## config.mk

```make
export PLATFORM = sky130hd
export DESIGN_NAME = gpio_port
export DESIGN_NICKNAME = d
export VERILOG_FILES = /design/src/design/mpss_pkg.sv /design/src/design/gpio_port.sv
export SDC_FILE = /design/constraint.sdc
export NUM_CORES = 1
export LEC_CHECK = 0
export ABC_AREA = 1
export BUFFER_PORTS_ARGS = -buffer_cell sky130_fd_sc_hd__buf_2
export CORE_AREA = 2 2 83 105
export CTS_CLUSTER_DIAMETER = 100
export CTS_CLUSTER_SIZE = 8
export DETAILED_ROUTE_END_ITERATION = 16
export DIE_AREA = 0 0 85 107
export GPL_TIMING_DRIVEN = 0
export PLACE_DENSITY = 0.87
export SYNTH_ARGS = -nofsm -noshare
export SYNTH_HDL_FRONTEND = slang
export SYNTH_SLANG_ARGS = --single-unit
```

## constraint.sdc

```tcl
create_clock -name clk_i -period 1.1 [get_ports clk_i]
set_clock_uncertainty 0.05 [all_clocks]
set_input_delay 0.33 -clock clk_i [delete_from_list [all_inputs] [get_ports clk_i]]
set_output_delay 0.33 -clock clk_i [all_outputs]
set_load 0.005 [all_outputs]
```

## src/design/mpss_pkg.sv

```systemverilog
package mpss_pkg;

	// Bus geometry shared by every master and slave port
	localparam int ADDR_W = 32;
	localparam int DATA_W = 32;
	localparam int BE_W   = 4;

	// Address map, the top nibble of the address picks the target
	localparam int REGION_W = 4;
	localparam logic [REGION_W-1:0] REGION_SRAM = 4'h0;
	localparam logic [REGION_W-1:0] REGION_GPIO = 4'h1;

	// GPIO register offsets, decoded from the low address byte
	localparam int GPIO_OFS_W = 8;
	localparam logic [GPIO_OFS_W-1:0] GPIO_OUT_OFS  = 8'h00;
	localparam logic [GPIO_OFS_W-1:0] GPIO_DIR_OFS  = 8'h04;
	localparam logic [GPIO_OFS_W-1:0] GPIO_IN_OFS   = 8'h08;
	localparam logic [GPIO_OFS_W-1:0] GPIO_EDGE_OFS = 8'h0C; // Sticky rise flags, write 1 to clear

	localparam logic [DATA_W-1:0] UNMAPPED_RDATA = '0;

endpackage

```

## src/design/gpio_port.sv

```systemverilog
`timescale 1ns/1ps

module gpio_port
(
	input  logic clk_i
	, input  logic srst_i

	, input  logic [mpss_pkg::DATA_W-1:0] gpio_i
	, input  logic [mpss_pkg::DATA_W-1:0] out_value_i
	, input  logic [mpss_pkg::DATA_W-1:0] dir_mask_i
	, output logic [mpss_pkg::DATA_W-1:0] gpio_o
	, output logic [mpss_pkg::DATA_W-1:0] in_sync_o
	, output logic [mpss_pkg::DATA_W-1:0] rise_o
);

	import mpss_pkg::*;

	logic [DATA_W-1:0] meta_q;
	logic [DATA_W-1:0] sync_q;
	logic [DATA_W-1:0] prev_q; // Last synchronized sample
	logic [DATA_W-1:0] pin_q;

	always_ff @(posedge clk_i) begin
		if (srst_i) begin
			meta_q <= '0;
			sync_q <= '0;
			prev_q <= '0;
			pin_q  <= '0;
		end else begin
			meta_q <= gpio_i;
			sync_q <= meta_q;
			prev_q <= sync_q;
			pin_q  <= out_value_i & dir_mask_i; // Input pins drive low
		end
	end

	assign in_sync_o = sync_q;
	assign rise_o    = sync_q & ~prev_q;
	assign gpio_o    = pin_q;

endmodule

```

==> results_dict.tcl <==
set metrics [dict create \
    powerDensity_nw_per_um2 1661 \
    globalplace.congestion 0.9025 \
    vias 3936 \
    detail_route.wl_per_cell_um 16.01 \
    cts_tree "done" \
    numCtsBuffers 17 \
    fin_nets 853 \
    min_path_type "input pin to register" \
    multi_input_area_um2 778.2 \
    seqCellArea_um2 2626 \
    finalCoreUtilization_pct 84.82 \
    yosysUniqueCellTypes 6 \
    cts_num_sinks 128 \
    cap_violations 0 \
    peakVddDrop_uv 1796 \
    preCtsSetupSlack_ns 0.07432 \
    die_area_um2 9095 \
    tns_ns -27.51 \
    num_io_pins 194 \
    period_needed_ns 1.530 \
    drv_slew 0 \
    post-dp-hpwl_um 6300 \
    die_w_um 85 \
    route.met2.wl_um 7558 \
    drc_errors 0 \
    setup_viol 96 \
    cts-root-buf "clkbuf_8" \
    cts_buffer_depth 2 \
    final_cell_mix "165 x buf_2, 145 x nor2_1, 96 x dlygate4sd3_1" \
    path_max_fanout 2 \
    drtIter0Drc 163 \
    yosys_warnings 0 \
    cp_cell_sequence "inv_2 > nor2_2 > buf_2" \
    row_count 37 \
    antenna_left 0 \
    synthesis.area_um2 3797 \
    dr.pass1.iters 4 \
    startpoint_type "register" \
    syn_to_final_growth_pct 80.96 \
    synth_seq_cells 128 \
    start_util_pct 46.87 \
    worst_setup_path_end_kind "output pin" \
    grt_pass1_vias 4144 \
    antenna_found_initial 2 \
    switchingPower_uw 2436 \
    wirelength_um 13850 \
    critPathBufInv 2 \
    maxSlewHeadroom_pct 80.09 \
    wl_met3_um 886 \
    clk_pin_slew_ns 0.06 \
    cp_top_family "flip-flops" \
    synthCells 430 \
    overflow 0 \
    intPower_uw 8978 \
    cp.required_ns 0.72 \
    fin_ws_ns -0.4302 \
    rsz0062_at_grt "true" \
    status "complete, but fails checks" \
    crit_type "register to output pin" \
    period_share_pct 139.1 \
    vias_per_cell 4.550 \
    grt_max_degree 17 \
    core_region_area_um2 8102 \
    critPathSlowestCell "dfxtp_2" \
    power_frac_clock_pct 47.0 \
    avgSynthCellArea_um2 8.831 \
    ys_seq_area_share_pct 67.48 \
    fillers 403 \
    power_frac_seq_pct 43.2 \
    violations "setup timing" \
    worst_slew_pin_slew_ns 0.2987 \
    track_usage_pct 27.58 \
    grt_pass1_wl_um 18860 \
    io_buffers 192 \
    swShare_pct 21.34 \
    cts.htree.levels 4 \
    wl_met1_um 4305 \
    synth_fp_nets 528 \
    max_freq_mhz 653.5 \
    clk_latency_ns 0.51 \
    dr.max_layer_used "met4" \
    crit_arrival_ns 1.15 \
    slowest_delay_ns 0.35 \
    dieHeight_um 107 \
    final_common_cell "buf_2" \
    timing.hold.ws_ns 0.03631 \
    leakage_uw 0.003582 \
    power_frac_comb_pct 9.8 \
    final_layout_size_suffix_gt1_share_pct 44.91 \
    hold_violations 0 \
]
==> final timing paths <==
| path | startpoint | endpoint | slack [ns] | cells after the start |
|---|---|---|---|---|
| max | in_sync_o[23] | rise_o[23] | -0.43 | 3 |
| min | srst_i | in_sync_o[31] | 0.04 | 2 |
| max reg2reg | in_sync_o[26] | prev_q[26] | 0.34 | 3 |
| min reg2reg | meta_q[1] | in_sync_o[1] | 0.34 | 2 |
==> layer usage <==
metal | up-vias | global-route usage (%)
met3 | 87 | 8.468
li1 | 1852 | -
met5 | - | 0
met2 | 221 | 50.78
met1 | 1776 | 23.01
met4 | 0 | 24.26
==> cells in the mapped netlist, drive strengths merged <==
library cell,instances,area (um^2)
nor2,160,600.6
dfxtp,128,2562
inv,96,360.4
nand2,32,120.1
buf,14,153.9
==> metrics by stage <==
stage                     cells  total power, uW  instance area (um^2)
final                       865            11410                  6872
after global routing        865            11790                  6872
after CTS                   849            11230                  6536
after detailed placement    719             5648                  4880
after global placement      719             5616                  4880
after floorplan             430             5270                  3797
==> power by group through the flow <==
stage | Combinational [uW] | Sequential, uW | Clock [uW]
final | 1120 | 4930 | 5360
after global routing | 1200 | 4940 | 5650
after CTS | 954 | 4900 | 5370
after detailed placement | 665 | 4980 | 0
after global placement | 640 | 4980 | 0
after floorplan | 282 | 4990 | 0
==> registers in the layout, summed over array words and instances (netlist names) <==
signal and count:
meta_q 32, in_sync_o 32, gpio_o 32, prev_q 32
==> logic make-up (layout without fill, tap and decap cells) <==
family / count (synthesis) / in the layout / share of synthesized area (%)
buffers and inverters: 110 / 446 / 13.54
flip-flops: 128 / 128 / 67.48
other: 0 / 2 / 0
AND/OR/NAND/NOR: 192 / 192 / 18.98
==> area by class of cell <==
cell class	count	area share, %
Clock buffer	24	7.138
Tap cell	97	1.766
Buffer	14	2.240
Timing Repair Buffer	306	32.83
Multi-Input combinational cell	192	11.33
Inverter	96	5.244
Clock inverter	6	1.165
Sequential cell	128	38.22
Antenna cell	2	0.07283
==> timing repair <==
item,CTS,global route
hold endpoints to repair,64,0
setup buffers,4,14
pin swaps,3,13
resized for setup,54,77
cloned,0,0
endpoints found under the setup margin,96,96
hold buffers,96,0
(Power assumes the default switching activity.)
