$ cat config.mk
export PLATFORM = sky130hd
export DESIGN_NAME = gpio_regs
export DESIGN_NICKNAME = d
export VERILOG_FILES = /design/src/design/mpss_pkg.sv /design/src/design/gpio_regs.sv
export SDC_FILE = /design/constraint.sdc
export NUM_CORES = 1
export LEC_CHECK = 0
export BUFFER_PORTS_ARGS = -buffer_cell sky130_fd_sc_hd__buf_2
export CORE_ASPECT_RATIO = 1.25
export CORE_MARGIN = 5
export CORE_UTILIZATION = 55
export CTS_BUF_LIST = sky130_fd_sc_hd__clkbuf_8
export DETAILED_ROUTE_END_ITERATION = 10
export PLACE_DENSITY = 0.95
export SYNTH_ARGS = -nofsm -noshare
export SYNTH_HDL_FRONTEND = slang
export SYNTH_SLANG_ARGS = --single-unit
$ cat constraint.sdc
create_clock -name clk_i -period 8.15 [get_ports clk_i]
set_input_delay 2.445 -clock clk_i [delete_from_list [all_inputs] [get_ports clk_i]]
set_output_delay 2.445 -clock clk_i [all_outputs]
set_load 0.02 [all_outputs]
$ cat src/design/mpss_pkg.sv
package mpss_pkg;

	// Bus geometry shared by every master and slave port
	localparam int ADDR_W = 32;
	localparam int DATA_W = 32;
	localparam int BE_W   = 4;

	// Address map, the top nibble of the address picks the target
	localparam int REGION_W = 4;
	localparam logic [REGION_W-1:0] REGION_SRAM = 4'h0;
	localparam logic [REGION_W-1:0] REGION_GPIO = 4'h1;

	// GPIO register offsets, decoded from the low address byte
	localparam int GPIO_OFS_W = 8;
	localparam logic [GPIO_OFS_W-1:0] GPIO_OUT_OFS  = 8'h00;
	localparam logic [GPIO_OFS_W-1:0] GPIO_DIR_OFS  = 8'h04;
	localparam logic [GPIO_OFS_W-1:0] GPIO_IN_OFS   = 8'h08;
	localparam logic [GPIO_OFS_W-1:0] GPIO_EDGE_OFS = 8'h0C; // Sticky rise flags, write 1 to clear

	localparam logic [DATA_W-1:0] UNMAPPED_RDATA = '0;

endpackage

$ cat src/design/gpio_regs.sv
`timescale 1ns/1ps

module gpio_regs
(
	input  logic clk_i
	, input  logic srst_i

	, input  logic                        req_i
	, input  logic                        we_i
	, input  logic [mpss_pkg::ADDR_W-1:0] addr_i
	, input  logic [mpss_pkg::BE_W-1:0]   be_i
	, input  logic [mpss_pkg::DATA_W-1:0] wdata_i
	, output logic                        ack_o
	, output logic                        resp_o
	, output logic [mpss_pkg::DATA_W-1:0] rdata_o

	, input  logic [mpss_pkg::DATA_W-1:0] in_sync_i
	, input  logic [mpss_pkg::DATA_W-1:0] rise_i
	, output logic [mpss_pkg::DATA_W-1:0] out_value_o
	, output logic [mpss_pkg::DATA_W-1:0] dir_mask_o
);

	import mpss_pkg::*;

	logic [GPIO_OFS_W-1:0] ofs;
	logic                  wr;
	logic [DATA_W-1:0]     be_mask;
	logic [DATA_W-1:0]     edge_clr;
	logic [DATA_W-1:0]     rd_word;
	logic [DATA_W-1:0]     out_q;
	logic [DATA_W-1:0]     dir_q;
	logic [DATA_W-1:0]     edge_q;
	logic [DATA_W-1:0]     rdata_q;
	logic                  resp_q;

	assign ofs   = addr_i[GPIO_OFS_W-1:0];
	assign wr    = req_i && we_i;
	assign ack_o = req_i;

	always_comb begin
		for (int b = 0; b < BE_W; b++) begin
			be_mask[8*b +: 8] = {8{be_i[b]}};
		end
	end

	assign edge_clr = (wr && ofs == GPIO_EDGE_OFS) ? (wdata_i & be_mask) : '0;

	always_comb begin
		case (ofs)
			GPIO_OUT_OFS:  rd_word = out_q;
			GPIO_DIR_OFS:  rd_word = dir_q;
			GPIO_IN_OFS:   rd_word = in_sync_i;
			GPIO_EDGE_OFS: rd_word = edge_q;
			default:       rd_word = '0;
		endcase
	end

	always_ff @(posedge clk_i) begin
		if (srst_i) begin
			out_q  <= '0;
			dir_q  <= '0;
			edge_q <= '0;
			resp_q <= 1'b0;
		end else begin
			resp_q <= req_i && !we_i;
			if (wr && ofs == GPIO_OUT_OFS) begin
				out_q <= (out_q & ~be_mask) | (wdata_i & be_mask);
			end
			if (wr && ofs == GPIO_DIR_OFS) begin
				dir_q <= (dir_q & ~be_mask) | (wdata_i & be_mask);
			end
			edge_q <= (edge_q & ~edge_clr) | rise_i; // A fresh edge beats the clear
		end
	end

	always_ff @(posedge clk_i) begin
		if (req_i && !we_i) begin
			rdata_q <= rd_word;
		end
	end

	assign resp_o      = resp_q;
	assign rdata_o     = rdata_q;
	assign out_value_o = out_q;
	assign dir_mask_o  = dir_q;

endmodule

==> results of run 1 <==
[cells by family after synthesis]
group	Yosys count	share of synthesized area, %
compound gates	64	8.47
simple gates	147	16.8
buf+inv	74	5.26
flops	129	47.3
mux	96	22.2
[cell type report]
cell class	count	area [um2]
Clock buffer	20	275
Multi-Input combinational cell	307	2930
Clock inverter	12	131
Tap cell	135	169
Timing Repair Buffer	215	1090
Sequential cell	129	2900
Fill cell	768	3410
Inverter	32	120
[routing by layer]
metal	vias up	global-route usage (%)	part of all wire, %
met5	-	0	0
met4	0	10.3	2.2
met3	36	7.10	7.7
met2	243	43.7	53
met1	2401	27.0	37
li1	2260	-	-
[power by group through the flow]
stage / combinational [W] / sequential [W] / clock (W)
2_1_floorplan: 0.0000721 / 0.000694 / 0
5_1_grt: 0.000141 / 0.000677 / 0.000593
4_1_cts: 0.000130 / 0.000676 / 0.000565
3_3_place_gp: 0.000124 / 0.000689 / 0
6_report: 0.000130 / 0.000676 / 0.000554
3_5_place_dp: 0.000129 / 0.000691 / 0
[worst min-delay path, stage by stage (launching register included)]
cell and delay, ns:
dfxtp_1 0.32, nand2b_1 0.07, mux2i_1 0.06
[synth_stat cells, types with 3 or more instances]
master | n | share of area, %
mux2i_1 | 64 | 10
mux4_2 | 32 | 12
clkbuf_1 | 20 | 1.2
nand4_4 | 5 | 1.7
dfxtp_1 | 97 | 32
a41oi_1 | 32 | 4.6
inv_1 | 32 | 2.0
nand2b_1 | 96 | 9.8
buf_2 | 12 | 0.98
and3_1 | 36 | 3.7
o21bai_1 | 32 | 3.9
buf_4 | 3 | 0.37
edfxtp_1 | 32 | 16
buf_1 | 4 | 0.24
[worst paths after layout]
check                            from           to  depth (start not counted)
worst min-delay path             flop         flop                          2
worst min register to register   flop         flop                          2
worst max register to register   flop  rdata_o[10]                          2
worst max-delay path            req_i        ack_o                          2
[through the flow]
stage | hold slack (ns) | total power, W | area [um2] | setup WS, ns
after global routing | 0.515 | 0.00141 | 7620 | 2.85
after global placement | 0.471 | 0.000813 | 7210 | 2.88
after floorplan | 0.495 | 0.000766 | 6140 | 3.13
final | 0.492 | 0.00136 | 7620 | 2.87
after CTS | 0.497 | 0.00137 | 7620 | 2.88
after detailed placement | 0.483 | 0.000820 | 7210 | 2.88
==> run summary, run 1 <==
Total track usage: 24.4%
R2r setup slk: 6.88 ns
Layout cell share with drive strength beyond 1: 40.6%
Largest net degree at the start of global routing: 130
Gpl congestion: 0.867
Post-CTS sizing: 0
Synth Cell Area: 6140 um2
Yosys reg bits: 129
Post-Syn Instances: 510
Internal cell power: 0.00103 W
Comb power frac: 9.5%
Maximum VDD drop: 0.142 mV
Row count: 43
Status: completed
Period utilization: 64.8%
Root Buffer: clkbuf_8
CP Max Fanout: 8
Pre-antenna DRT Iters: 4
Clock sink count: 129
Setup bufs post-CTS: 0
Clock buffer depth: 2
Slowest-stage cell, CP: buf_2
Maximum capacitance violations: 0
DR vias: 4940
Synthesis-to-layout area growth: 24.1%
Wirelength per Cell: 19.6 um
Max Slew Vio Count: 0
Final wirelength: 16600 um
Nets: 838
Clock power share: 40.8%
Chip height: 128 um
Port bufs: 209
CP max stage delay: 0.20 ns
CP delay by family, top: buffers and inverters
DRC: 0
ANT cells: 0
Total CTS buffers: 17
Initial antenna violation count: 0
Mean Syn Cell Area: 12.0 um2
Dpl hpwl: 11900 um
Core ar.: 11000 um2
Initial core utilization: 55.7%
RSZ-0062 raised after global routing: false
Critical path class: primary input to output pin
Yosys warns: 0
GRT overflow: 0
Hold_buf cts: 0
Commonest non-fill, non-tap cell in the layout: buf_2
Post-synth EDFFs: 32
Vias per cell: 5.81
Clk_skew: 0.0127 ns
DRT antenna net count: 0
Max frequency: 0.189 GHz
# H-tree levels: 4
Slew @ Worst Pin: 1.08 ns
IO Pins: 234
CP most frequent cell: buf_2
Synth cell types: 23
CP bufs+invs: 2
NetSw: 0.000331 W
Leakage: 3.88 nW
Vias in the first global route: 5120
Setup_tns: 0 ns
Worst EP arrival: 2.84 ns
Core Util, Final: 69.1%
Most frequent cells in the layout: buf_2, dfxtp_1, nand2b_1, mux2i_1, and3_1
Mapped Nets: 646
Rel. slew slack: 28.1%
Sw Share: 24.3%
Clock Pin Slew Worst Setup and Hold Paths: 0.07 ns
Flop pwr share: 49.7%
First-pass GRT wire length: 26000 um
Critical path cell sequence: buf_2, buf_2
Clock Latency Late Sink: 0.42 ns
Die width: 105 um
Initial DRC count: 258
Die area: 13400 um2
Kind of end point of the critical path: output pin
Fin crit period: 5.28 ns
Sequential share of the synthesized area: 47.3%
PD cells: 178 nW/um2
Hold Crit Class: flop to flop
Asr flop ratio synth: 0%
Finished Layout Cells: 850
Final setup fails: 0
Placed cell count: 818
WP data required: 5.71 ns
Final hold violations: 0
CTS tree: built
Crit path launch type: primary input
Primary FF master, synth: dfxtp_1
Note: power is estimated with default switching activity, not from simulation.
==> inputs of run 2 (changes only) <==
--- a/config.mk
+++ b/config.mk
@@ -8,10 +8,10 @@
 export BUFFER_PORTS_ARGS = -buffer_cell sky130_fd_sc_hd__buf_2
 export CORE_ASPECT_RATIO = 1.25
 export CORE_MARGIN = 5
-export CORE_UTILIZATION = 55
+export CORE_UTILIZATION = 51
 export CTS_BUF_LIST = sky130_fd_sc_hd__clkbuf_8
 export DETAILED_ROUTE_END_ITERATION = 10
-export PLACE_DENSITY = 0.95
+export PLACE_DENSITY = 0.94
 export SYNTH_ARGS = -nofsm -noshare
 export SYNTH_HDL_FRONTEND = slang
 export SYNTH_SLANG_ARGS = --single-unit
==> constraint.sdc (replaced) <==
create_clock -name clk_i -period 5.05 [get_ports clk_i]
set_input_delay 1.515 -clock clk_i [delete_from_list [all_inputs] [get_ports clk_i]]
set_output_delay 1.515 -clock clk_i [all_outputs]
set_load 0.02 [all_outputs]
==> run summary, run 2 (synthesis gave the netlist of run 1 again) <==
DRT antenna net count: 0
# H-tree levels: 4
Most frequent cells in the layout: buf_2, dfxtp_1, nand2b_1, mux2i_1, and3_1
CP Max Fanout: 8
Wirelength per Cell: 19.6 um
Final setup fails: 0
Vias in the first global route: 5444
Nets: 839
NetSw: 0.000534 W
Clock buffer depth: 2
Commonest non-fill, non-tap cell in the layout: buf_2
Vias per cell: 5.67
Hold_buf cts: 0
DRC: 0
Root Buffer: clkbuf_8
Initial core utilization: 52.4%
Sw Share: 24.1%
Final setup margin: 1.64 ns
Critical R2R Capture: rdata_o[14]
Design Power: 0.00221 W
Filler cells: 910
IO Pins: 234
Total CTS buffers: 17
Internal cell power: 0.00168 W
ANT cells: 0
Chip height: 133 um
R2R depth: 2
Port bufs: 209
Initial antenna violation count: 0
Setup crit start: req_i
Largest net degree at the start of global routing: 66
Kind of end point of the critical path: output pin
Clock power share: 41.3%
DR vias: 4970
Layout cell share with drive strength beyond 1: 40.5%
Synthesis-to-layout area growth: 24.8%
Critical path class: primary input to output pin
Status: completed
CP delay by family, top: buffers and inverters
Clock Pin Slew Worst Setup and Hold Paths: 0.07 ns
Maximum VDD drop: 0.179 mV
Final wirelength: 17200 um
Crit path launch type: primary input
Rel. slew slack: 26.9%
Clk_skew: 0.00747 ns
Core ar.: 11700 um2
RSZ-0062 raised after global routing: false
Leakage: 3.89 nW
Setup_tns: 0 ns
First-pass GRT wire length: 26900 um
CP bufs+invs: 2
Die width: 108 um
Dpl hpwl: 12400 um
Reg-to-Reg Start: edge_q[14]
Post-CTS sizing: 0
Hold Crit Class: flop to flop
Max frequency: 0.293 GHz
Pre-antenna DRT Iters: 7
Final hold violations: 0
Fin crit period: 3.41 ns
Worst EP arrival: 1.90 ns
DP Worst Slack: 1.28 ns
Row count: 44
Slowest-stage cell, CP: buf_2
WP data required: 3.54 ns
Maximum capacitance violations: 0
Die area: 14400 um2
Slew @ Worst Pin: 1.09 ns
GRT overflow: 0
Setup bufs post-CTS: 0
Comb power frac: 9.5%
Period utilization: 67.5%
Flop pwr share: 49.3%
Max Slew Vio Count: 0
Clock sink count: 129
CP most frequent cell: buf_2
Critical path cell sequence: buf_2, buf_2
CP max stage delay: 0.21 ns
Hold Path Cell Cnt: 2
R2r setup slk: 3.81 ns
Clock Latency Late Sink: 0.42 ns
Gpl congestion: 0.849
CTS tree: built
PD cells: 289 nW/um2
Total track usage: 24.1%
Initial DRC count: 259
[run 2: cell types whose count changed in the layout (fill, tap and decap cells not counted), sizes merged]
cell    change
clkbuf      -2
inv         -1
clkinv      +2
buf         +1
bufinv      +1
[run 2: worst max path at each step]
stage                      end  slack, ns  cells past startpoint
finish                   ack_o       1.64                      2
detailed placement        flop       1.28                      5
floorplan           rdata_o[0]       1.64                      1
CTS                      ack_o       1.64                      2
global route             ack_o       1.62                      2
global placement          flop       1.36                      5
[run 2: metrics by stage]
step	hold slack (ns)	util, %	instances	cell area [um2]
2_1_floorplan	0.495	-	510	6140
3_3_place_gp	0.471	61.9	845	7250
3_5_place_dp	0.479	61.9	845	7250
4_1_cts	0.494	65.4	877	7670
5_1_grt	0.523	65.4	877	7670
6_report	0.495	65.4	877	7670
[run 2: layout make-up]
cell class,instances,area [um2],area share (%)
clock buffers,18,248,3.23
repair buffers,216,1100,14.3
well taps,161,201,2.63
inverters,32,120,1.57
multi-input cells,307,2930,38.2
flip-flops and latches,129,2900,37.9
clock inverters,14,164,2.14
[run 2: worst reg2reg max path, delay by kind of cell (launching register included)]
kind             cells  cell delay [ns]
flip-flops           1             0.33
multiplexers         1             0.47
AND/OR/NAND/NOR      1             0.20
[run 2: power groups by stage]
stage | combinational, W | sequential, W | clock, W
floorplan | 0.000116 | 0.00112 | 0
global placement | 0.000200 | 0.00111 | 0
detailed placement | 0.000210 | 0.00111 | 0
CTS | 0.000210 | 0.00109 | 0.000927
global route | 0.000228 | 0.00109 | 0.000981
finish | 0.000210 | 0.00109 | 0.000914
[run 2: per-layer routing]
metal,global-route usage [%],wire [um],up-vias
li1,-,-,2261
met1,27.1,6460,2439
met2,42.7,9160,224
met3,5.02,1070,46
met4,12.3,512,0
met5,0,0,-
