File: src/design/mpss_pkg.sv
package mpss_pkg;

	// Bus geometry shared by every master and slave port
	localparam int ADDR_W = 32;
	localparam int DATA_W = 32;
	localparam int BE_W   = 4;

	// Address map, the top nibble of the address picks the target
	localparam int REGION_W = 4;
	localparam logic [REGION_W-1:0] REGION_SRAM = 4'h0;
	localparam logic [REGION_W-1:0] REGION_GPIO = 4'h1;

	// GPIO register offsets, decoded from the low address byte
	localparam int GPIO_OFS_W = 8;
	localparam logic [GPIO_OFS_W-1:0] GPIO_OUT_OFS  = 8'h00;
	localparam logic [GPIO_OFS_W-1:0] GPIO_DIR_OFS  = 8'h04;
	localparam logic [GPIO_OFS_W-1:0] GPIO_IN_OFS   = 8'h08;
	localparam logic [GPIO_OFS_W-1:0] GPIO_EDGE_OFS = 8'h0C; // Sticky rise flags, write 1 to clear

	localparam logic [DATA_W-1:0] UNMAPPED_RDATA = '0;

endpackage

File: src/design/bus_xbar.sv
`timescale 1ns/1ps

module bus_xbar
(
	input  logic clk_i
	, input  logic srst_i

	, input  logic                        m0_req_i
	, input  logic                        m0_we_i
	, input  logic [mpss_pkg::ADDR_W-1:0] m0_addr_i
	, input  logic [mpss_pkg::BE_W-1:0]   m0_be_i
	, input  logic [mpss_pkg::DATA_W-1:0] m0_wdata_i
	, output logic                        m0_ack_o
	, output logic                        m0_resp_o
	, output logic [mpss_pkg::DATA_W-1:0] m0_rdata_o

	, input  logic                        m1_req_i
	, input  logic                        m1_we_i
	, input  logic [mpss_pkg::ADDR_W-1:0] m1_addr_i
	, input  logic [mpss_pkg::BE_W-1:0]   m1_be_i
	, input  logic [mpss_pkg::DATA_W-1:0] m1_wdata_i
	, output logic                        m1_ack_o
	, output logic                        m1_resp_o
	, output logic [mpss_pkg::DATA_W-1:0] m1_rdata_o

	, output logic                        s0_req_o
	, output logic                        s0_we_o
	, output logic [mpss_pkg::ADDR_W-1:0] s0_addr_o
	, output logic [mpss_pkg::BE_W-1:0]   s0_be_o
	, output logic [mpss_pkg::DATA_W-1:0] s0_wdata_o
	, input  logic                        s0_ack_i
	, input  logic                        s0_resp_i
	, input  logic [mpss_pkg::DATA_W-1:0] s0_rdata_i

	, output logic                        s1_req_o
	, output logic                        s1_we_o
	, output logic [mpss_pkg::ADDR_W-1:0] s1_addr_o
	, output logic [mpss_pkg::BE_W-1:0]   s1_be_o
	, output logic [mpss_pkg::DATA_W-1:0] s1_wdata_o
	, input  logic                        s1_ack_i
	, input  logic                        s1_resp_i
	, input  logic [mpss_pkg::DATA_W-1:0] s1_rdata_i
);

	import mpss_pkg::*;

	logic [1:0]          m_req;
	logic [1:0]          m_we;
	logic [ADDR_W-1:0]   m_addr [2];
	logic [BE_W-1:0]     m_be [2];
	logic [DATA_W-1:0]   m_wdata [2];
	logic [REGION_W-1:0] region [2];
	logic [1:0]          m_ack;
	logic [1:0]          m_resp;
	logic [DATA_W-1:0]   m_rdata [2];

	logic [1:0]        s_req;
	logic [1:0]        s_we;
	logic [ADDR_W-1:0] s_addr [2];
	logic [BE_W-1:0]   s_be [2];
	logic [DATA_W-1:0] s_wdata [2];
	logic [1:0]        s_ack;
	logic [1:0]        s_resp;
	logic [DATA_W-1:0] s_rdata [2];

	logic [1:0] want [2]; // Indexed [slave][master]
	logic [1:0] gnt [2];
	logic [1:0] unmapped;
	logic [1:0] last_gnt; // Per slave, set when m1 was served last
	logic [1:0] owner;    // Per slave, master of the read in flight
	logic [1:0] unm_pend;

	// When both ask, the master not served last wins
	function automatic logic [1:0] rr_pick(input logic [1:0] req, input logic last);
		logic [1:0] pick;
		pick = req;
		if (req == 2'b11) begin
			pick = last ? 2'b01 : 2'b10;
		end
		return pick;
	endfunction

	assign m_req      = {m1_req_i, m0_req_i} & {2{!srst_i}}; // Nothing is acked during reset
	assign m_we       = {m1_we_i, m0_we_i};
	assign m_addr[0]  = m0_addr_i;
	assign m_addr[1]  = m1_addr_i;
	assign m_be[0]    = m0_be_i;
	assign m_be[1]    = m1_be_i;
	assign m_wdata[0] = m0_wdata_i;
	assign m_wdata[1] = m1_wdata_i;
	assign s_ack      = {s1_ack_i, s0_ack_i};
	assign s_resp     = {s1_resp_i, s0_resp_i};
	assign s_rdata[0] = s0_rdata_i;
	assign s_rdata[1] = s1_rdata_i;

	always_comb begin
		for (int m = 0; m < 2; m++) begin
			region[m]  = m_addr[m][ADDR_W-1 -: REGION_W];
			want[0][m] = m_req[m] && (region[m] == REGION_SRAM);
			want[1][m] = m_req[m] && (region[m] == REGION_GPIO);
		end
	end

	// Anything outside the two regions is answered here
	assign unmapped = m_req & ~(want[0] | want[1]);

	always_comb begin
		for (int s = 0; s < 2; s++) begin
			gnt[s]     = rr_pick(want[s], last_gnt[s]);
			s_req[s]   = |gnt[s];
			s_we[s]    = gnt[s][1] ? m_we[1] : m_we[0];
			s_addr[s]  = gnt[s][1] ? m_addr[1] : m_addr[0];
			s_be[s]    = gnt[s][1] ? m_be[1] : m_be[0];
			s_wdata[s] = gnt[s][1] ? m_wdata[1] : m_wdata[0];
		end
	end

	always_comb begin
		for (int m = 0; m < 2; m++) begin
			m_ack[m]   = (gnt[0][m] & s_ack[0]) | (gnt[1][m] & s_ack[1]) | unmapped[m];
			m_resp[m]  = unm_pend[m];
			m_rdata[m] = UNMAPPED_RDATA;
			for (int s = 0; s < 2; s++) begin
				if (s_resp[s] && (owner[s] == 1'(m))) begin
					m_resp[m]  = 1'b1;
					m_rdata[m] = s_rdata[s];
				end
			end
		end
	end

	always_ff @(posedge clk_i) begin
		if (srst_i) begin
			last_gnt <= '0;
			owner    <= '0;
			unm_pend <= '0;
		end else begin
			for (int s = 0; s < 2; s++) begin
				if (s_req[s] && s_ack[s]) begin
					last_gnt[s] <= gnt[s][1];
					if (!s_we[s]) begin
						owner[s] <= gnt[s][1]; // Slave answers one edge later
					end
				end
			end
			unm_pend <= unmapped & ~m_we;
		end
	end

	assign s0_req_o   = s_req[0];
	assign s0_we_o    = s_we[0];
	assign s0_addr_o  = s_addr[0];
	assign s0_be_o    = s_be[0];
	assign s0_wdata_o = s_wdata[0];
	assign s1_req_o   = s_req[1];
	assign s1_we_o    = s_we[1];
	assign s1_addr_o  = s_addr[1];
	assign s1_be_o    = s_be[1];
	assign s1_wdata_o = s_wdata[1];

	assign m0_ack_o   = m_ack[0];
	assign m0_resp_o  = m_resp[0];
	assign m0_rdata_o = m_rdata[0];
	assign m1_ack_o   = m_ack[1];
	assign m1_resp_o  = m_resp[1];
	assign m1_rdata_o = m_rdata[1];

endmodule

File: config.mk
export PLATFORM = sky130hd
export DESIGN_NAME = bus_xbar
export DESIGN_NICKNAME = d
export VERILOG_FILES = /design/src/design/mpss_pkg.sv /design/src/design/bus_xbar.sv
export SDC_FILE = /design/constraint.sdc
export NUM_CORES = 1
export LEC_CHECK = 0
export ABC_AREA = 1
export ABC_CLOCK_PERIOD_IN_PS = 2500
export BUFFER_PORTS_ARGS = -buffer_cell sky130_fd_sc_hd__buf_2
export CAP_MARGIN = 15
export CORE_AREA = 3 3 162 164
export DETAILED_ROUTE_END_ITERATION = 10
export DIE_AREA = 0 0 165 167
export GPL_ROUTABILITY_DRIVEN = 0
export GPL_TIMING_DRIVEN = 0
export PLACE_DENSITY = 0.37
export SLEW_MARGIN = 20
export SYNTH_ARGS = -nofsm -noshare
export SYNTH_HDL_FRONTEND = slang
export SYNTH_SLANG_ARGS = --single-unit
File: constraint.sdc
create_clock -name clk_i -period 2.5 [get_ports clk_i]
set_input_delay 0.5 -clock clk_i [delete_from_list [all_inputs] [get_ports clk_i]]
set_output_delay 0.5 -clock clk_i [all_outputs]
set_load 0.05 [all_outputs]
==> impl_metrics.env, run 1 <==
export IMPL_drive_gt1_share_pct=47.8
export IMPL_worst_ep_arrival_time_ps=1900
export IMPL_htreeDepth=1
export IMPL_period_share_pct=96.2
export IMPL_tritoncts="built"
export IMPL_clock_skew_ps=0.122
export IMPL_wl_mm=21.3
export IMPL_fin_crit_ps=2400
export IMPL_critPathMaxStageDelay_ps=200
export IMPL_wl_per_cell_um=15.8
export IMPL_r2r_cells=8
export IMPL_num_fill_cells=2956
export IMPL_synthToLayoutAreaGrowth_pct=119
export IMPL_crit_type="input port to output pin"
export IMPL_ys_types=23
export IMPL_vias=5463
export IMPL_maxCapViolations=0
export IMPL_synth_top_family_by_area="compound AO/OA/AOI/OAI gates"
export IMPL_synth_mux_area_share_pct=0
export IMPL_clkLatencyLatePin_ps=230
export IMPL_start_util_pct=11.3
export IMPL_fin_setup_tns_ps=0
export IMPL_path_max_fanout=10
export IMPL_multi_input_area_um2=1950
export IMPL_nets=1225
export IMPL_dieArea_um2=27600
export IMPL_finalHoldViolations=0
export IMPL_finalMaxSlewViolations=0
export IMPL_hpwl_mm=18.0
export IMPL_required_ps=2000
export IMPL_cts_hold_buf=0
export IMPL_gr_total_overflow=0
export IMPL_final_cell_area_um2=6190
export IMPL_rows=58
export IMPL_grt_pass1_vias=5349
export IMPL_seqPwrFrac_pct=5.5
export IMPL_power_density_nw_per_um2=290
export IMPL_netlist_instances=587
export IMPL_final_util_pct=24.7
export IMPL_clk_path_buf_depth=2
export IMPL_synth_seq_cells=6
export IMPL_hp_class="register to register"
export IMPL_regToRegStartpoint="last_gnt[0]"
export IMPL_finalWorstSetupSlack_ps=95.5
export IMPL_cts_made_buffers=3
export IMPL_rrSetupSlack_ps=1220
export IMPL_r2r_end="owner[0]"
export IMPL_worst_pin_slew_ps=511
export IMPL_clock_sinks=6
export IMPL_path_cells="buf_2, inv_2, nand3_1, nor2_2, nand2_2, nand2_4, buf_12, buf_8, nand2_1, o21ai_1, buf_6"
export IMPL_min_to="owner[1]"
export IMPL_hold_path_depth=2
export IMPL_drt_iter0_drc=291
export IMPL_slew_headroom_pct=65.9
export IMPL_io_pins=418
export IMPL_postPlaceCellArea_um2=5320
export IMPL_grt_max_degree=11
export IMPL_min_from="owner[1]"
export IMPL_dieWidth_um=165
export IMPL_endpoint_kind="output pin"
export IMPL_swShare_pct=57.7
export IMPL_path_clk_slew_ps=30
export IMPL_synth_avg_cell_area_um2=4.81
export IMPL_status="completed"
export IMPL_switchingPower_mw=1.04
export IMPL_grt_first_pass_wirelength_mm=31.0
export IMPL_via_per_inst=4.06
export IMPL_clockPowerShare_pct=14.3
export IMPL_intPower_uw=758
export IMPL_synth_compound_area_share_pct=38.8
export IMPL_vdd_ir_drop_max_uv=140
export IMPL_drc=0
export IMPL_critPathLaunchType="input port"
export IMPL_synth_xor_area_share_pct=0
export IMPL_grt_use_total_pct=14.3
export IMPL_firstDrtPassIters=5
export IMPL_synth_simple_gate_area_share_pct=27.6
export IMPL_seq_area_frac_synth_pct=4.26
export IMPL_port_buffer_count=417
export IMPL_ff_latch_area_um2=120
export IMPL_cp_slowest_cell="buf_6"
export IMPL_die_y_um=167
export IMPL_antenna_left=0
export IMPL_yosys_warnings=0
export IMPL_core_um2=25000
export IMPL_p_leak_nw=3.88
export IMPL_antenna_found_initial=4
export IMPL_root_buffer="clkbuf_16"
export IMPL_rsz0062_at_grt="yes"
export IMPL_netlist_area_um2=2820
export IMPL_synth_adder_area_share_pct=0
export IMPL_clock_fmax_mhz=416
export IMPL_synth_nets=797
export IMPL_dpl_worst_slack_ps=-388
export IMPL_setup_viol=0
export IMPL_combPwrFrac_pct=80.2
cell type report:
type	count	area share, %
antenna	2	0.0808
buffer	39	5.82
clock buffer	3	1.21
inverter	146	8.85
multi-input combinational	395	31.5
sequential	6	1.94
tap	330	6.67
timing repair buffer	424	43.9
flip-flops by register name, summed over array words and instances, names as in the netlist:
register  cells
last_gnt      2
owner         2
unm_pend      2
how the worst max path moves through the flow:
| stage | cells past startpoint | slack [ps] | end | from |
|---|---|---|---|---|
| finish | 11 | 100 | s1_wdata_o[20] | srst_i |
| global route | 9 | -50 | s0_wdata_o[2] | srst_i |
| CTS | 9 | 9 | s0_be_o[3] | srst_i |
| detailed placement | 9 | -390 | s1_addr_o[28] | srst_i |
| global placement | 11 | -310 | s1_addr_o[21] | srst_i |
| floorplan | 7 | -300 | s0_wdata_o[10] | m1_addr_i[29] |
routing by layer:
layer / vias up / track usage, % / part of all wire [%]
met5: - / 0 / 0.13
met4: 4 / 2.63 / 1.5
met3: 20 / 3.58 / 8.5
met2: 248 / 26.3 / 51
met1: 2463 / 16.7 / 39
li1: 2728 / - / -
worst max-delay path, delay by kind of cell:
family | cells | cell delay, ps
simple gates | 5 | 510
buf+inv | 5 | 760
compound gates | 1 | 130
synthesized netlist by cell type, drive strengths merged:
library cell | count | area [um2]
a21oi | 7 | 35.0
buf | 21 | 199
clkbuf | 19 | 81.3
dfxtp | 6 | 120
inv | 146 | 548
nand2 | 157 | 612
nand3 | 11 | 60.1
nand4 | 1 | 6.26
nor2 | 24 | 100
o211ai | 1 | 7.51
o21ai | 129 | 646
o21bai | 1 | 7.51
o22ai | 64 | 400
timing repair:
action	4_1_cts	5_1_grt
pin swaps	2	3
buffers inserted	4	3
resized for setup	163	105
endpoints found under the setup margin	134	125
cloned	0	0
cell families (layout without fill, tap and decap cells):
group	Yosys count	after routing
AOI/OAI and AO/OA	202	202
other	0	2
and+or+nand+nor	193	193
DFF	6	6
buffers and inverters	186	612
power by group through the flow:
stage / registers (mW) / clock network, mW / logic [mW]
3_3_place_gp: 0.100 / 0 / 1.30
4_1_cts: 0.0986 / 0.265 / 1.39
5_1_grt: 0.0988 / 0.272 / 1.53
6_report: 0.0986 / 0.256 / 1.44
3_5_place_dp: 0.100 / 0 / 1.30
2_1_floorplan: 0.0997 / 0 / 0.872
layout by cell type, fill, tap and decap left out, types with 6 or more instances in the layout:
| cell type | count |
|---|---|
| clkbuf_1 | 12 |
| nor2_1 | 17 |
| buf_4 | 60 |
| o21ai_1 | 94 |
| buf_6 | 79 |
| dfxtp_1 | 6 |
| o22ai_1 | 64 |
| inv_1 | 144 |
| nand3_1 | 10 |
| clkbuf_4 | 10 |
| o21ai_0 | 22 |
| nand2_1 | 150 |
| a21oi_1 | 7 |
| o21ai_2 | 13 |
| buf_2 | 291 |
through the flow:
stage,total power [mW],std cells,hold WS [ps]
after floorplan,0.972,587,444
after global placement,1.40,1334,476
after detailed placement,1.40,1334,478
after CTS,1.75,1341,485
after global routing,1.90,1345,505
final,1.79,1345,481
No activity file was read; power rests on OpenSTA's default activity.
==> run 2, diff against run 1 <==
ABC_AREA = unset   (was 1)
==> run 2 against run 1 <==
The flow now finishes with violations (negative setup slack). Register-to-register slack improved by 320 ps. Fmax shrank 11%. Wire length is 4.5% lower. Highest routed layer unchanged.
==> impl_metrics.env, run 2 <==
export IMPL_synth_edf_count=0
export IMPL_wl_mm=20.3
export IMPL_synth_nets=497
export IMPL_clkLatencyLatePin_ps=230
export IMPL_start_util_pct=11.2
export IMPL_path_common_cell="buf_8"
export IMPL_path_clk_slew_ps=30
export IMPL_finalWorstSetupSlack_ps=-196
export IMPL_nets=938
export IMPL_htreeDepth=1
export IMPL_crit_type="input port to output pin"
export IMPL_crit_end="s0_addr_o[13]"
export IMPL_rows=58
export IMPL_die_y_um=167
export IMPL_swShare_pct=52.7
export IMPL_crit_start="m0_addr_i[31]"
export IMPL_finalMaxSlewViolations=0
export IMPL_netlist_area_um2=2820
export IMPL_critPathLaunchType="input port"
export IMPL_firstDrtPassIters=4
export IMPL_cts_made_buffers=3
export IMPL_yosys_warnings=0
export IMPL_port_buffer_count=417
export IMPL_antenna_cells=0
export IMPL_p_leak_nw=3.70
export IMPL_seq_area_frac_synth_pct=4.26
export IMPL_clk_path_buf_depth=2
export IMPL_seqPwrFrac_pct=5.2
export IMPL_core_um2=25000
export IMPL_cp_top_family="simple AND/OR/NAND/NOR gates"
export IMPL_synthTopCellsByArea="mux2_2, a22o_1, mux2_4"
export IMPL_drt_iter0_drc=90
export IMPL_num_fill_cells=2684
export IMPL_multi_input_area_um2=2680
export IMPL_synth_top_area_share_pct=40.4
export IMPL_violations="negative setup slack"
export IMPL_synth_seq_cells=6
export IMPL_grt_pass1_vias=4511
export IMPL_critical_path_buf_inv_count=4
export IMPL_clock_skew_ps=0.113
export IMPL_tritoncts="built"
export IMPL_synthToLayoutAreaGrowth_pct=149
export IMPL_dieArea_um2=27600
export IMPL_r2r_end="owner[0]"
export IMPL_path_max_fanout=6
export IMPL_setup_viol=129
export IMPL_final_util_pct=28.0
export IMPL_intPower_uw=895
export IMPL_cp_slowest_cell="or3_4"
export IMPL_drc=0
export IMPL_status="finished, violations left"
export IMPL_via_per_inst=4.09
export IMPL_synth_commonest_cells="mux2_2, a22o_1, mux2_4"
export IMPL_gr_total_overflow=0
export IMPL_critPathMaxStageDelay_ps=410
export IMPL_r2r_cells=2
export IMPL_synth_ff_type="dfxtp_1"
export IMPL_drive_gt1_share_pct=84.7
export IMPL_path_cells="buf_8, or3_4, nor3b_4, a21o_4, buf_12, buf_8, mux2_2, buf_6"
export IMPL_grt_use_total_pct=13.2
export IMPL_final_common_cell="buf_2"
export IMPL_hpwl_mm=16.9
export IMPL_slew_headroom_pct=71.4
export IMPL_fin_crit_ps=2700
export IMPL_async_flop_share_pct=0
export IMPL_required_ps=2000
export IMPL_clockPowerShare_pct=13.8
export IMPL_antenna_found_initial=3
export IMPL_synth_avg_cell_area_um2=9.81
export IMPL_antenna_left=0
export IMPL_root_buffer="clkbuf_16"
export IMPL_power_total_mw=1.89
export IMPL_most_common_layout_cells="buf_2, mux2_2, buf_6"
export IMPL_largestRegisters="last_gnt (2), owner (2), unm_pend (2)"
export IMPL_grt_first_pass_wirelength_mm=27.9
export IMPL_clock_sinks=6
export IMPL_ys_types=42
export IMPL_worst_ep_arrival_time_ps=2200
export IMPL_endpoint_kind="output pin"
export IMPL_dpl_worst_slack_ps=-594
export IMPL_netlist_instances=287
export IMPL_combPwrFrac_pct=80.9
export IMPL_worst_pin_slew_ps=429
export IMPL_vdd_ir_drop_max_uv=145
export IMPL_wl_per_cell_um=19.3
export IMPL_switchingPower_uw=998
export IMPL_power_density_nw_per_um2=270
export IMPL_finalHoldViolations=0
export IMPL_rsz0062_at_grt="yes"
export IMPL_hp_class="input port to register"
export IMPL_fin_setup_tns_ps=-16660
export IMPL_io_pins=418
export IMPL_period_share_pct=108
export IMPL_maxCapViolations=0
export IMPL_dieWidth_um=165
export IMPL_netlist_top_cell_by_area="mux2_2"
export IMPL_grt_max_degree=11
export IMPL_vias=4321
export IMPL_synth_most_common_cell="mux2_2"
export IMPL_rrSetupSlack_ps=1540
export IMPL_clock_fmax_mhz=371
export IMPL_ff_latch_area_um2=120
export IMPL_worstSetupPathDepth=8
export IMPL_regToRegStartpoint="last_gnt[0]"
==> run 2: cell types whose count changed after synthesis, sizes merged, moves of 5 or more <==
cell	previous run	this run
a21oi	7	2
a22o	0	64
and2	0	9
buf	21	15
clkbuf	19	14
inv	146	5
mux2	0	128
nand2	157	4
nand3	11	4
nor2	24	4
o21ai	129	2
o22ai	64	0
==> run 2: what timing repair did <==
action	4_1_cts	5_1_grt
endpoints found under the setup margin	196	184
endpoints found under the hold margin	0	0
hold buffers	0	0
gates cloned	3	8
resized for setup	245	165
buffers inserted	9	6
pin swaps	5	8
==> run 2: routing by layer <==
metal / GRT usage [%] / wire length (um)
met1: 12.6 / 6740
met2: 27.3 / 11300
met3: 3.78 / 1970
met4: 1.90 / 227
met5: 0 / 47
==> run 2: power groups by stage <==
stage                     Combinational [mW]  Sequential, mW  Clock, mW
after floorplan                        0.859           0.100          0
final                                   1.53          0.0991      0.262
after CTS                               1.44          0.0991      0.265
after global placement                  1.29           0.101          0
after detailed placement                1.28           0.100          0
after global routing                    1.60          0.0994      0.270
==> run 2: final cells by class <==
type / count / share of cell area (%)
multi-input cells: 247 / 38.1
repair buffers: 440 / 48.6
inverters: 5 / 0.267
plain buffers: 25 / 4.37
well taps: 330 / 5.88
clock buffers: 3 / 1.07
flip-flops and latches: 6 / 1.71
==> run 2: cells by family after synthesis <==
kind of cell | Yosys count | share of synthesized area, %
compound gates | 80 | 24.3
buf+inv | 34 | 8.53
mux | 129 | 54.2
flops | 6 | 4.26
simple gates | 38 | 8.66
==> run 2: worst min-delay path by stage <==
stage	startpoint	endpoint	slack (ps)	cells past startpoint
floorplan	last_gnt[1]	last_gnt[1]	450	2
global placement	last_gnt[1]	last_gnt[1]	490	2
detailed placement	last_gnt[1]	last_gnt[1]	490	2
CTS	m0_we_i	unm_pend[0]	460	2
global route	m0_we_i	unm_pend[0]	480	2
finish	m0_we_i	unm_pend[0]	460	2
==> run 2: through the flow <==
step                      cells  area [um2]  hold WS [ps]
after floorplan             287        2840           447
after global placement     1034        5340           488
after detailed placement   1034        5340           494
after CTS                  1048        6340           464
after global routing       1056        7020           482
final                      1056        7020           461
==> run 2: worst reg2reg max path: cells and delay by family (launching register included) <==
family	cells	cell delay, ps
AOI/OAI and AO/OA	2	430
DFF	1	420
==> run 3, diff against run 2 <==
ABC_AREA = 1   (was unset)
CORE_AREA = 2 2 161 163   (was 3 3 162 164)
DIE_AREA = 0 0 163 165   (was 0 0 165 167)
==> run 3 against run 2 <==
The run now ends clean. First-iteration DRC count increased by 150%. Fmax rose by 12%. Final cell count is 27% higher. Non-clock buffer count shrank 4. Via count is 26% higher. Worst setup slack improved by 280 ps. Wire length rose by 4.3%. Hold slack improved by 24 ps. Sequential share of layout area increased by 0.29 points. Power fell by 7.4%.
==> impl_metrics.env, run 3 (synthesis gave the netlist of run 1 again) <==
export IMPL_status="completed"
export IMPL_hp_class="register to register"
export IMPL_final_common_cell="buf_2"
export IMPL_grt_use_total_pct=14.3
export IMPL_io_pins=418
export IMPL_cts_made_buffers=3
export IMPL_path_max_fanout=10
export IMPL_instances_no_fill=1342
export IMPL_htreeDepth=1
export IMPL_drive_gt1_share_pct=47.8
export IMPL_num_fill_cells=2971
export IMPL_vias=5464
export IMPL_most_common_layout_cells="buf_2, nand2_1, inv_1"
export IMPL_multi_input_area_um2=1960
export IMPL_power_total_mw=1.75
export IMPL_die_y_um=165
export IMPL_drc=0
export IMPL_finalMaxSlewViolations=0
export IMPL_clock_sinks=6
export IMPL_clkLatencyLatePin_ps=230
export IMPL_clock_fmax_mhz=415
export IMPL_endpoint_kind="output pin"
export IMPL_crit_start="m0_addr_i[31]"
export IMPL_p_leak_nw=3.81
export IMPL_clk_path_buf_depth=2
export IMPL_largestRegisters="last_gnt (2), owner (2), unm_pend (2)"
export IMPL_antenna_left=0
export IMPL_critPathLaunchType="input port"
export IMPL_cts_hold_buf=0
export IMPL_setup_viol=0
export IMPL_grt_first_pass_wirelength_mm=29.8
export IMPL_tritoncts="built"
export IMPL_whs_ps=485
export IMPL_grt_pass1_vias=5224
export IMPL_r2r_cells=8
export IMPL_crit_end="s1_addr_o[13]"
export IMPL_fin_setup_tns_ps=0
export IMPL_wl_per_cell_um=15.8
export IMPL_hpwl_mm=17.9
export IMPL_gr_total_overflow=0
export IMPL_firstDrtPassIters=5
export IMPL_synthToLayoutAreaGrowth_pct=112
export IMPL_start_util_pct=11.3
export IMPL_crit_type="input port to output pin"
export IMPL_ff_latch_area_um2=120
export IMPL_grt_max_degree=11
export IMPL_port_buffer_count=417
export IMPL_drt_iter0_drc=221
export IMPL_required_ps=2000
export IMPL_fin_crit_ps=2410
export IMPL_antenna_found_initial=2
export IMPL_final_util_pct=23.9
export IMPL_power_density_nw_per_um2=292
export IMPL_maxCapViolations=0
export IMPL_wl_mm=21.2
export IMPL_finalHoldViolations=0
export IMPL_rows=58
export IMPL_worst_ep_arrival_time_ps=1910
export IMPL_dieWidth_um=163
export IMPL_path_clk_slew_ps=30
export IMPL_slew_headroom_pct=65.6
export IMPL_rrSetupSlack_ps=1160
export IMPL_root_buffer="clkbuf_16"
export IMPL_r2r_end="owner[0]"
export IMPL_period_share_pct=96.4
export IMPL_dieArea_um2=26900
export IMPL_nets=1223
export IMPL_place_inst=1334
export IMPL_vdd_ir_drop_max_uv=125
export IMPL_regToRegStartpoint="last_gnt[0]"
export IMPL_via_per_inst=4.07
export IMPL_clock_skew_ps=1.59
export IMPL_core_um2=25000
export IMPL_worst_pin_slew_ps=515
## run 3: final cells by class
| cell class | instances | share of cell area, % |
|---|---|---|
| Antenna cell | 1 | 0.0418 |
| Buffer | 40 | 5.99 |
| Clock buffer | 3 | 1.25 |
| Inverter | 146 | 9.14 |
| Multi-Input combinational cell | 395 | 32.7 |
| Sequential cell | 6 | 2.00 |
| Tap cell | 330 | 6.89 |
| Timing Repair Buffer | 421 | 42.0 |
## run 3: repair_timing
action / 4_1_cts / 5_1_grt
setup endpoints to repair: 129 / 142
setup buffers: 1 / 3
pin swaps: 3 / 4
gates resized for setup: 112 / 113
## run 3: critical path, stage by stage
cell and delay [ps]:
buf_2 120, nor2_4 150, nand2_2 90, nor2_4 140
nand2_2 90, nand2_4 110, buf_12 160, buf_6 150
nand2_1 120, o21ai_2 90, buf_6 170
## run 3: per-stage QoR
stage | setup WS [ps] | area (um2)
floorplan | -303 | 2820
global placement | -474 | 5320
detailed placement | -446 | 5320
CTS | -6.39 | 5710
global route | -26.0 | 5990
finish | 88.8 | 5990
## run 3: metal layers
metal  wire length (um)  GRT usage [%]  vias up
li1                   -              -     2719
met1               8600           17.2     2468
met2              10700           26.1      249
met3               1420           2.84       26
met4                468           3.54        2
met5                 13              0        -
## run 3: worst min path at each step
stage	cells past startpoint	startpoint	endpoint	slack, ps
3_5_place_dp	2	last_gnt[1]	last_gnt[1]	480
3_3_place_gp	2	last_gnt[1]	last_gnt[1]	470
4_1_cts	2	last_gnt[0]	last_gnt[0]	490
6_report	2	last_gnt[0]	last_gnt[0]	480
5_1_grt	2	last_gnt[0]	last_gnt[0]	520
2_1_floorplan	2	last_gnt[0]	last_gnt[0]	440
## run 3: power breakdown
| part | total, mW | internal, mW | leakage [nW] | switching (mW) |
|---|---|---|---|---|
| sequential | 0.0985 | 0.0979 | 0.0486 | 0.000590 |
| clock | 0.259 | 0.205 | 0.0370 | 0.0534 |
| combinational | 1.40 | 0.421 | 3.72 | 0.975 |
